**config.mk**
```make
export PLATFORM = sky130hd
export DESIGN_NAME = mam_wb_if
export DESIGN_NICKNAME = d
export VERILOG_FILES = /design/src/hdl/mam_wb_pkg.sv /design/src/hdl/mam_wb_if.sv
export SDC_FILE = /design/constraint.sdc
export NUM_CORES = 1
export LEC_CHECK = 0
export BUFFER_PORTS_ARGS = -buffer_cell sky130_fd_sc_hd__clkbuf_2
export CAP_MARGIN = 20
export CORE_ASPECT_RATIO = 1.75
export CORE_MARGIN = 3
export CORE_UTILIZATION = 54
export CTS_CLUSTER_SIZE = 30
export DETAILED_ROUTE_END_ITERATION = 10
export PLACE_DENSITY_LB_ADDON = 0.08
export SETUP_SLACK_MARGIN = 0.05
export SKIP_LAST_GASP = 1
export SLEW_MARGIN = 30
export SYNTH_ARGS = -nofsm -noshare
export SYNTH_HDL_FRONTEND = slang
export SYNTH_SLANG_ARGS = --single-unit
```
**constraint.sdc**
```tcl
create_clock -name clk_i -period 7.8 [get_ports clk_i]
set_clock_uncertainty 0.1 [all_clocks]
set_input_delay 1.56 -clock clk_i [delete_from_list [all_inputs] [get_ports clk_i]]
set_output_delay 1.56 -clock clk_i [all_outputs]
set_load 0.03 [all_outputs]
```
**src/hdl/mam_wb_pkg.sv**
```systemverilog
// Shared types and helpers for the memory access to Wishbone bridge.
// The bridge, the SRAM model and the top level import what they need.

`default_nettype none

package mam_wb_pkg;

   localparam int BEATS_W = 14;  // Burst length counter width

   // Request direction
   typedef enum logic {
      op_read  = 1'b0,
      op_write = 1'b1
   } mam_op_t;

   // Cycle type identifier, registered feedback subset
   typedef enum logic [2:0] {
      cti_classic = 3'b000,
      cti_incr    = 3'b010,
      cti_end     = 3'b111
   } wb_cti_t;

   typedef enum logic [3:0] {
      idle,
      write_last,       // Last write beat on the bus
      write_last_wait,  // Waiting for the last write word
      write,            // Write beat on the bus, more to follow
      write_wait,       // Waiting for the next write word
      read_last,        // Last beat of a single read or one-beat burst
      read_last_burst,  // Last beat of a longer burst
      read_last_wait,   // Last word held for the read stream
      read_start,       // First beat of a burst on the bus
      read,             // Later burst beat on the bus
      read_wait         // Word held, fetching paused
   } wb_if_state_t;

   // One byte select per byte of data
   function automatic int sel_width(input int data_width);
      return data_width / 8;
   endfunction

endpackage

`default_nettype wire

```
**src/hdl/mam_wb_if.sv**
```systemverilog
// Wishbone master side of the memory access bridge.
// Accepts one request at a time and runs it as a classic single cycle or as
// an incrementing burst. Write and read words travel on valid/ready streams.
// A read beat is forwarded on its ack when the reader is ready, otherwise
// it is held and the bus is paused until the word is taken.

`timescale 1ns/1ps
`default_nettype none

module mam_wb_if #(
   parameter int DATA_WIDTH = 32,  // 8, 16 or 32
   parameter int ADDR_WIDTH = 32
) (
   input  wire                                           clk_i,
   input  wire                                           rst_i,

   input  wire                                           req_valid_i,  // New request
   output logic                                          req_ready_o,
   input  wire  mam_wb_pkg::mam_op_t                     req_rw_i,
   input  wire  [ADDR_WIDTH-1:0]                         req_addr_i,   // Byte address
   input  wire                                           req_burst_i,  // Incrementing burst
   input  wire  [mam_wb_pkg::BEATS_W-1:0]                req_beats_i,  // Words in the burst

   input  wire                                           write_valid_i,
   input  wire  [DATA_WIDTH-1:0]                         write_data_i,
   input  wire  [mam_wb_pkg::sel_width(DATA_WIDTH)-1:0]  write_strb_i, // Single writes only
   output logic                                          write_ready_o,

   output logic                                          read_valid_o,
   output logic [DATA_WIDTH-1:0]                         read_data_o,
   input  wire                                           read_ready_i,

   output logic                                          stb_o,
   output logic                                          cyc_o,
   output logic                                          we_o,
   output logic [ADDR_WIDTH-1:0]                         addr_o,
   output logic [DATA_WIDTH-1:0]                         dat_o,
   output mam_wb_pkg::wb_cti_t                           cti_o,
   output logic [1:0]                                    bte_o,
   output logic [mam_wb_pkg::sel_width(DATA_WIDTH)-1:0]  sel_o,
   input  wire                                           ack_i,
   input  wire  [DATA_WIDTH-1:0]                         dat_i
);

   import mam_wb_pkg::*;

   localparam int SW = sel_width(DATA_WIDTH);

   wb_if_state_t          state;
   wb_if_state_t          nxt_state;

   logic                  burst_q;        // Current request is a burst
   logic                  nxt_burst;
   logic [BEATS_W-1:0]    beats;          // Beats not yet acked
   logic [BEATS_W-1:0]    nxt_beats;
   logic [DATA_WIDTH-1:0] read_data_q;    // Word held for the read stream
   logic [DATA_WIDTH-1:0] nxt_read_data;
   logic                  nxt_stb;
   logic                  nxt_cyc;
   logic                  nxt_we;
   wb_cti_t               nxt_cti;
   logic [ADDR_WIDTH-1:0] nxt_addr;
   logic [DATA_WIDTH-1:0] nxt_dat;
   logic [SW-1:0]         nxt_sel;
   logic [ADDR_WIDTH-1:0] addr_step;      // Address of the following word
   logic                  req_single;     // Request needs just one beat

   assign addr_step  = addr_o + ADDR_WIDTH'(SW);
   assign req_single = !req_burst_i || (req_beats_i == BEATS_W'(1));
   assign bte_o      = 2'b00;  // Linear bursts only

   always_ff @(posedge clk_i) begin
      if (rst_i) begin
         state   <= idle;
         stb_o   <= 1'b0;
         cyc_o   <= 1'b0;
         we_o    <= 1'b0;
         cti_o   <= cti_classic;
         burst_q <= 1'b0;
         beats   <= '0;
      end else begin
         state   <= nxt_state;
         stb_o   <= nxt_stb;
         cyc_o   <= nxt_cyc;
         we_o    <= nxt_we;
         cti_o   <= nxt_cti;
         burst_q <= nxt_burst;
         beats   <= nxt_beats;
      end
      addr_o      <= nxt_addr;
      dat_o       <= nxt_dat;
      sel_o       <= nxt_sel;
      read_data_q <= nxt_read_data;
   end

   always_comb begin
      nxt_state     = state;
      nxt_burst     = burst_q;
      nxt_beats     = beats;
      nxt_read_data = read_data_q;
      nxt_stb       = stb_o;
      nxt_cyc       = cyc_o;
      nxt_we        = we_o;
      nxt_cti       = cti_o;
      nxt_addr      = addr_o;
      nxt_dat       = dat_o;
      nxt_sel       = sel_o;

      req_ready_o   = 1'b0;
      write_ready_o = 1'b0;
      read_valid_o  = 1'b0;
      read_data_o   = read_data_q;

      case (state)
         idle: begin
            req_ready_o   = 1'b1;
            write_ready_o = req_valid_i && (req_rw_i == op_write);  // First word rides along
            if (req_valid_i) begin
               nxt_cyc   = 1'b1;
               nxt_we    = (req_rw_i == op_write);
               nxt_addr  = req_addr_i;
               nxt_burst = req_burst_i;
               nxt_beats = req_burst_i ? req_beats_i : BEATS_W'(1);
               nxt_sel   = {SW{1'b1}};
               if (!req_burst_i) begin
                  nxt_cti = cti_classic;
               end else if (req_single) begin
                  nxt_cti = cti_end;  // One-beat burst
               end else begin
                  nxt_cti = cti_incr;
               end
               if (req_rw_i == op_write) begin
                  nxt_stb = write_valid_i;  // Bus waits for the first word
                  if (write_valid_i) begin
                     nxt_dat = write_data_i;
                     if (!req_burst_i) begin
                        nxt_sel = write_strb_i;
                     end
                  end
                  if (req_single) begin
                     if (write_valid_i) begin
                        nxt_state = write_last;
                     end else begin
                        nxt_state = write_last_wait;
                     end
                  end else begin
                     if (write_valid_i) begin
                        nxt_state = write;
                     end else begin
                        nxt_state = write_wait;
                     end
                  end
               end else begin
                  nxt_stb = 1'b1;
                  if (req_single) begin
                     nxt_state = read_last;
                  end else begin
                     nxt_state = read_start;
                  end
               end
            end
         end

         write_last_wait: begin
            write_ready_o = 1'b1;
            if (write_valid_i) begin
               nxt_stb   = 1'b1;
               nxt_dat   = write_data_i;
               nxt_sel   = burst_q ? {SW{1'b1}} : write_strb_i;
               nxt_state = write_last;
            end
         end

         write_last: begin
            if (ack_i) begin
               nxt_stb   = 1'b0;
               nxt_cyc   = 1'b0;
               nxt_cti   = cti_classic;
               nxt_state = idle;
            end
         end

         write_wait: begin
            write_ready_o = 1'b1;
            if (write_valid_i) begin
               nxt_stb   = 1'b1;
               nxt_dat   = write_data_i;
               nxt_state = write;
            end
         end

         write: begin
            if (ack_i) begin
               write_ready_o = 1'b1;  // Next word may follow straight on
               nxt_addr      = addr_step;
               nxt_beats     = beats - 1'b1;
               nxt_stb       = write_valid_i;
               if (write_valid_i) begin
                  nxt_dat = write_data_i;
               end
               if (beats == BEATS_W'(2)) begin
                  nxt_cti = cti_end;
                  if (write_valid_i) begin
                     nxt_state = write_last;
                  end else begin
                     nxt_state = write_last_wait;
                  end
               end else if (write_valid_i) begin
                  nxt_state = write;
               end else begin
                  nxt_state = write_wait;
               end
            end
         end

         read_start, read: begin
            read_valid_o = ack_i;  // Forward on ack
            read_data_o  = dat_i;
            if (ack_i) begin
               nxt_addr  = addr_step;
               nxt_beats = beats - 1'b1;
               if (!read_ready_i) begin
                  nxt_read_data = dat_i;  // Hold it and pause the bus
                  nxt_stb       = 1'b0;
                  nxt_state     = read_wait;
               end else if (beats == BEATS_W'(2)) begin
                  nxt_cti   = cti_end;
                  nxt_state = read_last_burst;
               end else begin
                  nxt_state = read;
               end
            end
         end

         read_wait: begin
            read_valid_o = 1'b1;
            if (read_ready_i) begin
               nxt_stb = 1'b1;  // Resume fetching
               if (beats == BEATS_W'(1)) begin
                  nxt_cti   = cti_end;
                  nxt_state = read_last_burst;
               end else begin
                  nxt_state = read;
               end
            end
         end

         read_last, read_last_burst: begin
            read_valid_o = ack_i;
            read_data_o  = dat_i;
            if (ack_i) begin
               nxt_stb = 1'b0;
               if (read_ready_i) begin
                  nxt_cyc   = 1'b0;
                  nxt_cti   = cti_classic;
                  nxt_state = idle;
               end else begin
                  nxt_read_data = dat_i;
                  nxt_state     = read_last_wait;
               end
            end
         end

         read_last_wait: begin
            read_valid_o = 1'b1;
            if (read_ready_i) begin
               nxt_cyc   = 1'b0;
               nxt_cti   = cti_classic;
               nxt_state = idle;
            end
         end

         default: begin
            nxt_stb   = 1'b0;
            nxt_cyc   = 1'b0;
            nxt_state = idle;
         end
      endcase
   end

   a_stb_in_cyc: assert property (@(posedge clk_i) disable iff (rst_i)
      stb_o |-> cyc_o);

   a_burst_len: assert property (@(posedge clk_i) disable iff (rst_i)
      (req_valid_i && req_ready_o && req_burst_i) |-> (req_beats_i != '0));

   // A word offered to the reader stays put until it is taken
   a_read_hold: assert property (@(posedge clk_i) disable iff (rst_i)
      (read_valid_o && !read_ready_i) |=> (read_valid_o && $stable(read_data_o)));

endmodule

`default_nettype wire

```
After elaboration in Yosys (flattened, before gate mapping)

Index checks and enable logic that the tools add are counted.

Flip-flop bits (word level): 125
Input bits: 122
Output and inout bits: 111
Word-level logic and storage cells: 140

$add $sub $neg: 2
Eq/ne operators: 29
Mux-type cells: 70
Bitwise logic cells: 3
Reductions and logical operators: 25

Operators by type and width:

| kind                                               | count |
|---|---|
| 2-to-1 mux 32 bit                                  | 7 |
| case mux 32 bit (3 select lines)                   | 1 |
| 2-to-1 mux 4 bit                                   | 21 |
| case mux 32 bit (2 select lines)                   | 1 |
| 2-to-1 mux 3 bit                                   | 15 |
| 2-to-1 mux 14 bit                                  | 3 |
| case mux 4 bit (9 select lines)                    | 1 |
| adder 32 x 3 -> 32 bit, second input constant      | 1 |
| == test 14 x 1 -> 1 bit, second input constant     | 2 |
| case mux 14 bit (2 select lines)                   | 1 |
| != test 2 bit, second input constant               | 13 |
| case mux 3 bit (7 select lines)                    | 1 |
| AND reduction 9 bit                                | 2 |
| == test 4 x 3 -> 1 bit, second input constant      | 4 |
| == test 14 x 2 -> 1 bit, second input constant     | 1 |
| subtractor 14 x 1 -> 14 bit, second input constant | 1 |
| 2-to-1 mux 1 bit                                   | 13 |
| == test 4 bit, second input constant               | 3 |
| AND reduction 3 bit                                | 3 |
| == test 4 x 2 -> 1 bit, second input constant      | 2 |
| case mux 4 bit (2 select lines)                    | 1 |
| AND reduction 4 bit                                | 2 |
| AND reduction 8 bit                                | 1 |
| OR reduction 2 bit                                 | 4 |
| 19 further kinds                                   | 25 |

Longest topological paths before layout

Depth in word-level cells: 6
Mapped depth: 9
Mapped depth without buffers: 8

Worst setup path before layout

OpenSTA, ideal clock, no wires.

Kind: input to register
Start: input ack_i
End: register read_data_q[0], enable pin
Setup time: 468 ps
Data arrival time: 4136 ps
Required time: 7232 ps
Path slack: 3095 ps
Cell stages on the path: 2
Buffers on the path: 1
Cell sequence: buf_2 > nor3b_1

Longest elaborated chain between the ends: 1

RTL lines:

| what                                 | line            | text |
|---|---|---|
| start, declared                      | mam_wb_if.sv:41 | `input wire ack_i,` |
| AND reduction 3 bit (no source line) | n/a             |  |
| end signal, assigned                 | mam_wb_if.sv:93 | `read_data_q <= nxt_read_data;` |
| end, declared                        | mam_wb_if.sv:56 | `logic [DATA_WIDTH-1:0] read_data_q;` |

No other way between the ends.
A chain may end at the register's enable or synchronous reset.

Worst setup path after layout

Start: register state[1]
End: output read_data_o[1]

Longest elaborated chain between the ends: 3
Elaborated cells between the ends (all ways): 6
Classes of those cells: 4 x eq/ne; 1 x mux; 1 x reduce/logical

RTL lines:

| what                                                           | line             | text |
|---|---|---|
| start, declared                                                | mam_wb_if.sv:49  | `wb_if_state_t state;` |
| start signal, assigned                                         | mam_wb_if.sv:74  | `state <= idle;` |
| start signal, assigned                                         | mam_wb_if.sv:82  | `state <= nxt_state;` |
| == test 4 x 3 -> 1 bit / == test 4 bit (equally long branches) | mam_wb_if.sv:114 | `case (state)` |
| OR reduction 4 bit (no source line) *                          | n/a              |  |
| 2-to-1 mux 32 bit *                                            | mam_wb_if.sv:114 |  |
| end, declared                                                  | mam_wb_if.sv:30  | `output logic [DATA_WIDTH-1:0] read_data_o,` |

Mark *: on every way between the ends. The rest lies on a longest branch, timed or not.

==> flow_results.org <==
** Status
- Outcome :: complete, no violations

** Floorplan
- Ports placed on the boundary :: 233
- The floorplan step defined a core boundary enclosing 11710 um2.
- Chip Height :: 151.7 um
- Measured along the x axis, the die boundary spans 89.26 um.
- The floorplan has 52 rows.
- Die area :: 13540 um2
- Initial cell density of the core :: 0.5593

** Route
- Detailed router's first-iteration violation count :: 372
- For this block, the via count after detailed routing is 5657.
- Antenna viol nets, final :: 0
- Wires add up to 18060 um.
- The first detailed-routing pass took 5 iterations.
- Via density per instance :: 5.844
- Final routed DRC violation total :: 0
- Dividing the detail-routed wire length by the instance count gives 18.65 um.

** Global route
- Pin count of the biggest net entering global routing :: 96
- Overall routing resource usage :: 0.2643
- First-pass GRT wire length :: 27370 um
- The number of antenna violations at the first check in global routing came to 0.
- Vias in the first global route :: 5553
- Total overflow reported by the global router :: 0

** Logic synthesis
- Of the synthesized area, sequential elements account for 0.5318.
- Count of yosys warnings during synthesis :: 0
- The synthesized design contains 100 enable-type register cells.
- Most used DFF post-synth :: edfxtp_1
- In the synthesized netlist the async set-or-reset flop fraction comes to 0.
- Mapped Avg Cell Area :: 10.93 um2
- After synthesis the cells add up to 6550 um2.
- Counting distinct cell types in the post-synthesis netlist gives 76.
- Synthesis produced a netlist whose cell count is 599.
- Counting flops and latches in the post-synthesis netlist gives 124.

** Clocking
- Library cell used as clock root buffer :: clkbuf_16
- Cts bufs inserted :: 17
- TritonCTS built the clock tree.
- Clock latency on the worst-skew pair, taken at its later pin, is 410 ps.
- Count of hold-fix buffers inserted at cts :: 0
- Post-CTS timing repair inserted 0 buffers for setup.
- Maximum number of buffers from clock root to sink :: 2
- Deepest level of the CTS H-tree :: 4
- CTS Sinks :: 124
- Clock transition at the register clock pins on the worst setup and hold paths after CTS :: 60 ps
- Number of gates given a new drive strength after cts :: 0

** Timing
- Setup slack closes at 3553 ps.
- The total count of hold-check failures in the final report came to 0.
- Number of pins exceeding their max-slew limit in the final report :: 0
- The worst pin sits at a relative slew slack of 0.4255.
- Static timing analysis puts the maximum clock frequency at 0.2354 GHz.
- Of the available clock period, the critical path in the final layout requires 0.5446.
- Across all hold checks on the routed design, the worst slack comes to 375.7 ps.
- Unrepaired setup endpoints after global routing :: no
- Setup total negative slack :: 0 ps
- Post-layout min period :: 4248 ps
- Setup violations remaining at the end of the flow were counted as 0.
- For the pin with the worst max-slew slack, the measured transition is 860.5 ps.

** Worst hold path
- Type of the most critical hold path :: reg2reg

** Placed design
- After legalization and detailed placement, the total HPWL measured 13480 um.
- Placed Cells :: 936
- The congestion estimate from routability-driven global placement came to 0.9086.
- DP Worst Slack :: 3666 ps
- Number of buffers added on ports :: 230

** Power and ir drop
- Leakage power figure :: 0.003442 uW
- In this run the power density over the cells is 427.8 nW/um2.
- Worst IR drop on VDD :: 0.3158 mV

** Worst setup path
- Critical path launch point type :: flop
- Worst R2R Path Depth :: 7
- The startpoint identified for the worst register-to-register timing path is state[1]$_SDFFE_PP0P_.
- STA classifies the critical path endpoint as an output port.
- Required time of the worst setup path :: 6140 ps
- First element of the critical path :: state[1]$_SDFFE_PP0P_
- Following the worst setup path forward leads to its endpoint at read_data_o[1].
- Slack of the worst reg-to-reg path :: 5220 ps
- Startpoint-to-endpoint class of the critical path :: reg2out
- Of all nets on the critical path, the largest fanout is 35.
- Reg2reg end :: beats[0]$_SDFFE_PP0P_
- Data arrives at the worst endpoint at 2590 ps.

** Final layout
- Number of inserted diodes :: 0
- Fin nets :: 948
- The area growth from synthesis to layout is 27.05%.
- Leaving out filler cells and counting taps, the final layout contains 968.
- Of the cells placed in the final design, the portion with a size suffix greater than 1 is 0.3818.

** Flow run
- Max-cap violations in this run came to 0.
[worst min-delay path by stage]
| stage | slack (ps) | cells after the start | start | to |
|---|---|---|---|---|
| 6_report | 380 | 2 | we_o$_SDFFE_PP0P_ | we_o$_SDFFE_PP0P_ |
| 4_1_cts | 370 | 2 | we_o$_SDFFE_PP0P_ | we_o$_SDFFE_PP0P_ |
| 3_5_place_dp | 370 | 2 | we_o$_SDFFE_PP0P_ | we_o$_SDFFE_PP0P_ |
| 5_1_grt | 420 | 2 | we_o$_SDFFE_PP0P_ | we_o$_SDFFE_PP0P_ |
| 2_1_floorplan | 340 | 2 | burst_q$_SDFFE_PP0P_ | burst_q$_SDFFE_PP0P_ |
| 3_3_place_gp | 350 | 2 | burst_q$_SDFFE_PP0P_ | burst_q$_SDFFE_PP0P_ |
[cell type report]
class / instances / area, um2
repair buffers: 237 / 1224
well taps: 135 / 168.9
multi-input cells: 425 / 2816
clock inverters: 15 / 147.6
fillers: 926 / 3390
inverters: 15 / 56.30
clock buffers: 17 / 425.4
flip-flops and latches: 124 / 3483
[cells in the final DEF (no fill, tap or decap), types with 3 or more instances in the layout]
master,n
clkbuf_2,230
edfxtp_1,100
nand2_1,61
o21ai_0,44
nor2_1,37
a21oi_1,26
dfxtp_1,24
xnor2_1,23
mux2_2,21
clkbuf_16,17
nor3_1,15
and3_1,14
inv_1,14
o21ai_1,14
nor4_1,13
nand3_1,13
mux2_1,12
nand4_1,10
nor2b_1,8
nand2b_1,8
xor2_1,7
a31oi_1,7
and2_1,6
ha_1,6
inv_6,6
buf_4,6
and4_1,5
nor3b_1,5
or3_1,4
o21a_1,4
a211oi_1,3
nor4_4,3
o211ai_1,3
o31a_1,3
inv_8,3
[power by group]
group          switching, uW  leakage (uW)  internal (uW)
Combinational           1130       0.00205            541
Sequential               162       0.00112            970
Clock                    333      0.000277            423
[metal layers]
metal	vias up	wire length (um)	part of all wire	track usage
li1	2684	-	-	-
met1	2691	6587	0.36	0.2894
met2	232	9870	0.55	0.4830
met3	50	954	0.053	0.04437
met4	0	645	0.036	0.1207
met5	-	0	0	0
[flip-flops by register name, summed over array words and instances (netlist names)]
register / flops
beats: 14
state: 4
sel_o: 4
addr_o: 32
dat_o: 32
read_data_q: 32
we_o: 1
cti_o: 2
cyc_o: 1
burst_q: 1
stb_o: 1
[through the flow]
| step | utilization | cell area, um2 | power [uW] |
|---|---|---|---|
| after CTS | 0.7106 | 8322 | 3571 |
| after global routing | 0.7106 | 8322 | 3756 |
| after global placement | 0.6593 | 7721 | 2759 |
| final | 0.7106 | 8322 | 3560 |
| after floorplan | - | 6554 | 2360 |
| after detailed placement | 0.6616 | 7749 | 2809 |
[logic make-up after synthesis]
logic type	Yosys count	share of synthesized area
other	1	0.0005725
adders and majority gates	6	0.01146
AOI/OAI and AO/OA	129	0.1245
muxes	34	0.05826
DFF	124	0.5318
xor gates and xnor gates	30	0.04011
and+or+nand+nor	224	0.1922
buffers and inverters	51	0.04107
[worst max-delay path, cell delays in order, from the launching register on]
cell and delay (ps):
dfxtp_1 300, buf_4 330, xor2_1 200, a31oi_4 550
buf_16 230, mux2_2 360, clkbuf_2 190
[synthesized netlist by cell type (all sizes together) (3+ instances only)]
cell,number,area [um2]
nor4,17,157.7
nand2b,8,50.05
and3,14,87.58
o211ai,3,22.52
xor2,7,61.31
inv,15,56.30
ha,6,75.07
nor3b,7,57.55
o21ai,60,307.8
buf,23,163.9
o31a,3,26.28
a21oi,26,130.1
nor3,16,85.08
dfxtp,24,480.5
and2,6,37.54
or3,6,47.54
clkbuf,13,48.80
and4,6,55.05
nand3,14,75.07
a211oi,4,35.03
nand4,12,87.58
xnor2,23,201.4
edfxtp,100,3003
mux2,33,371.6
o21a,4,30.03
nor2,38,145.1
nand2,61,229.0
a31oi,8,56.30
nor2b,9,63.81
Note: power is estimated with default switching activity, not from simulation.
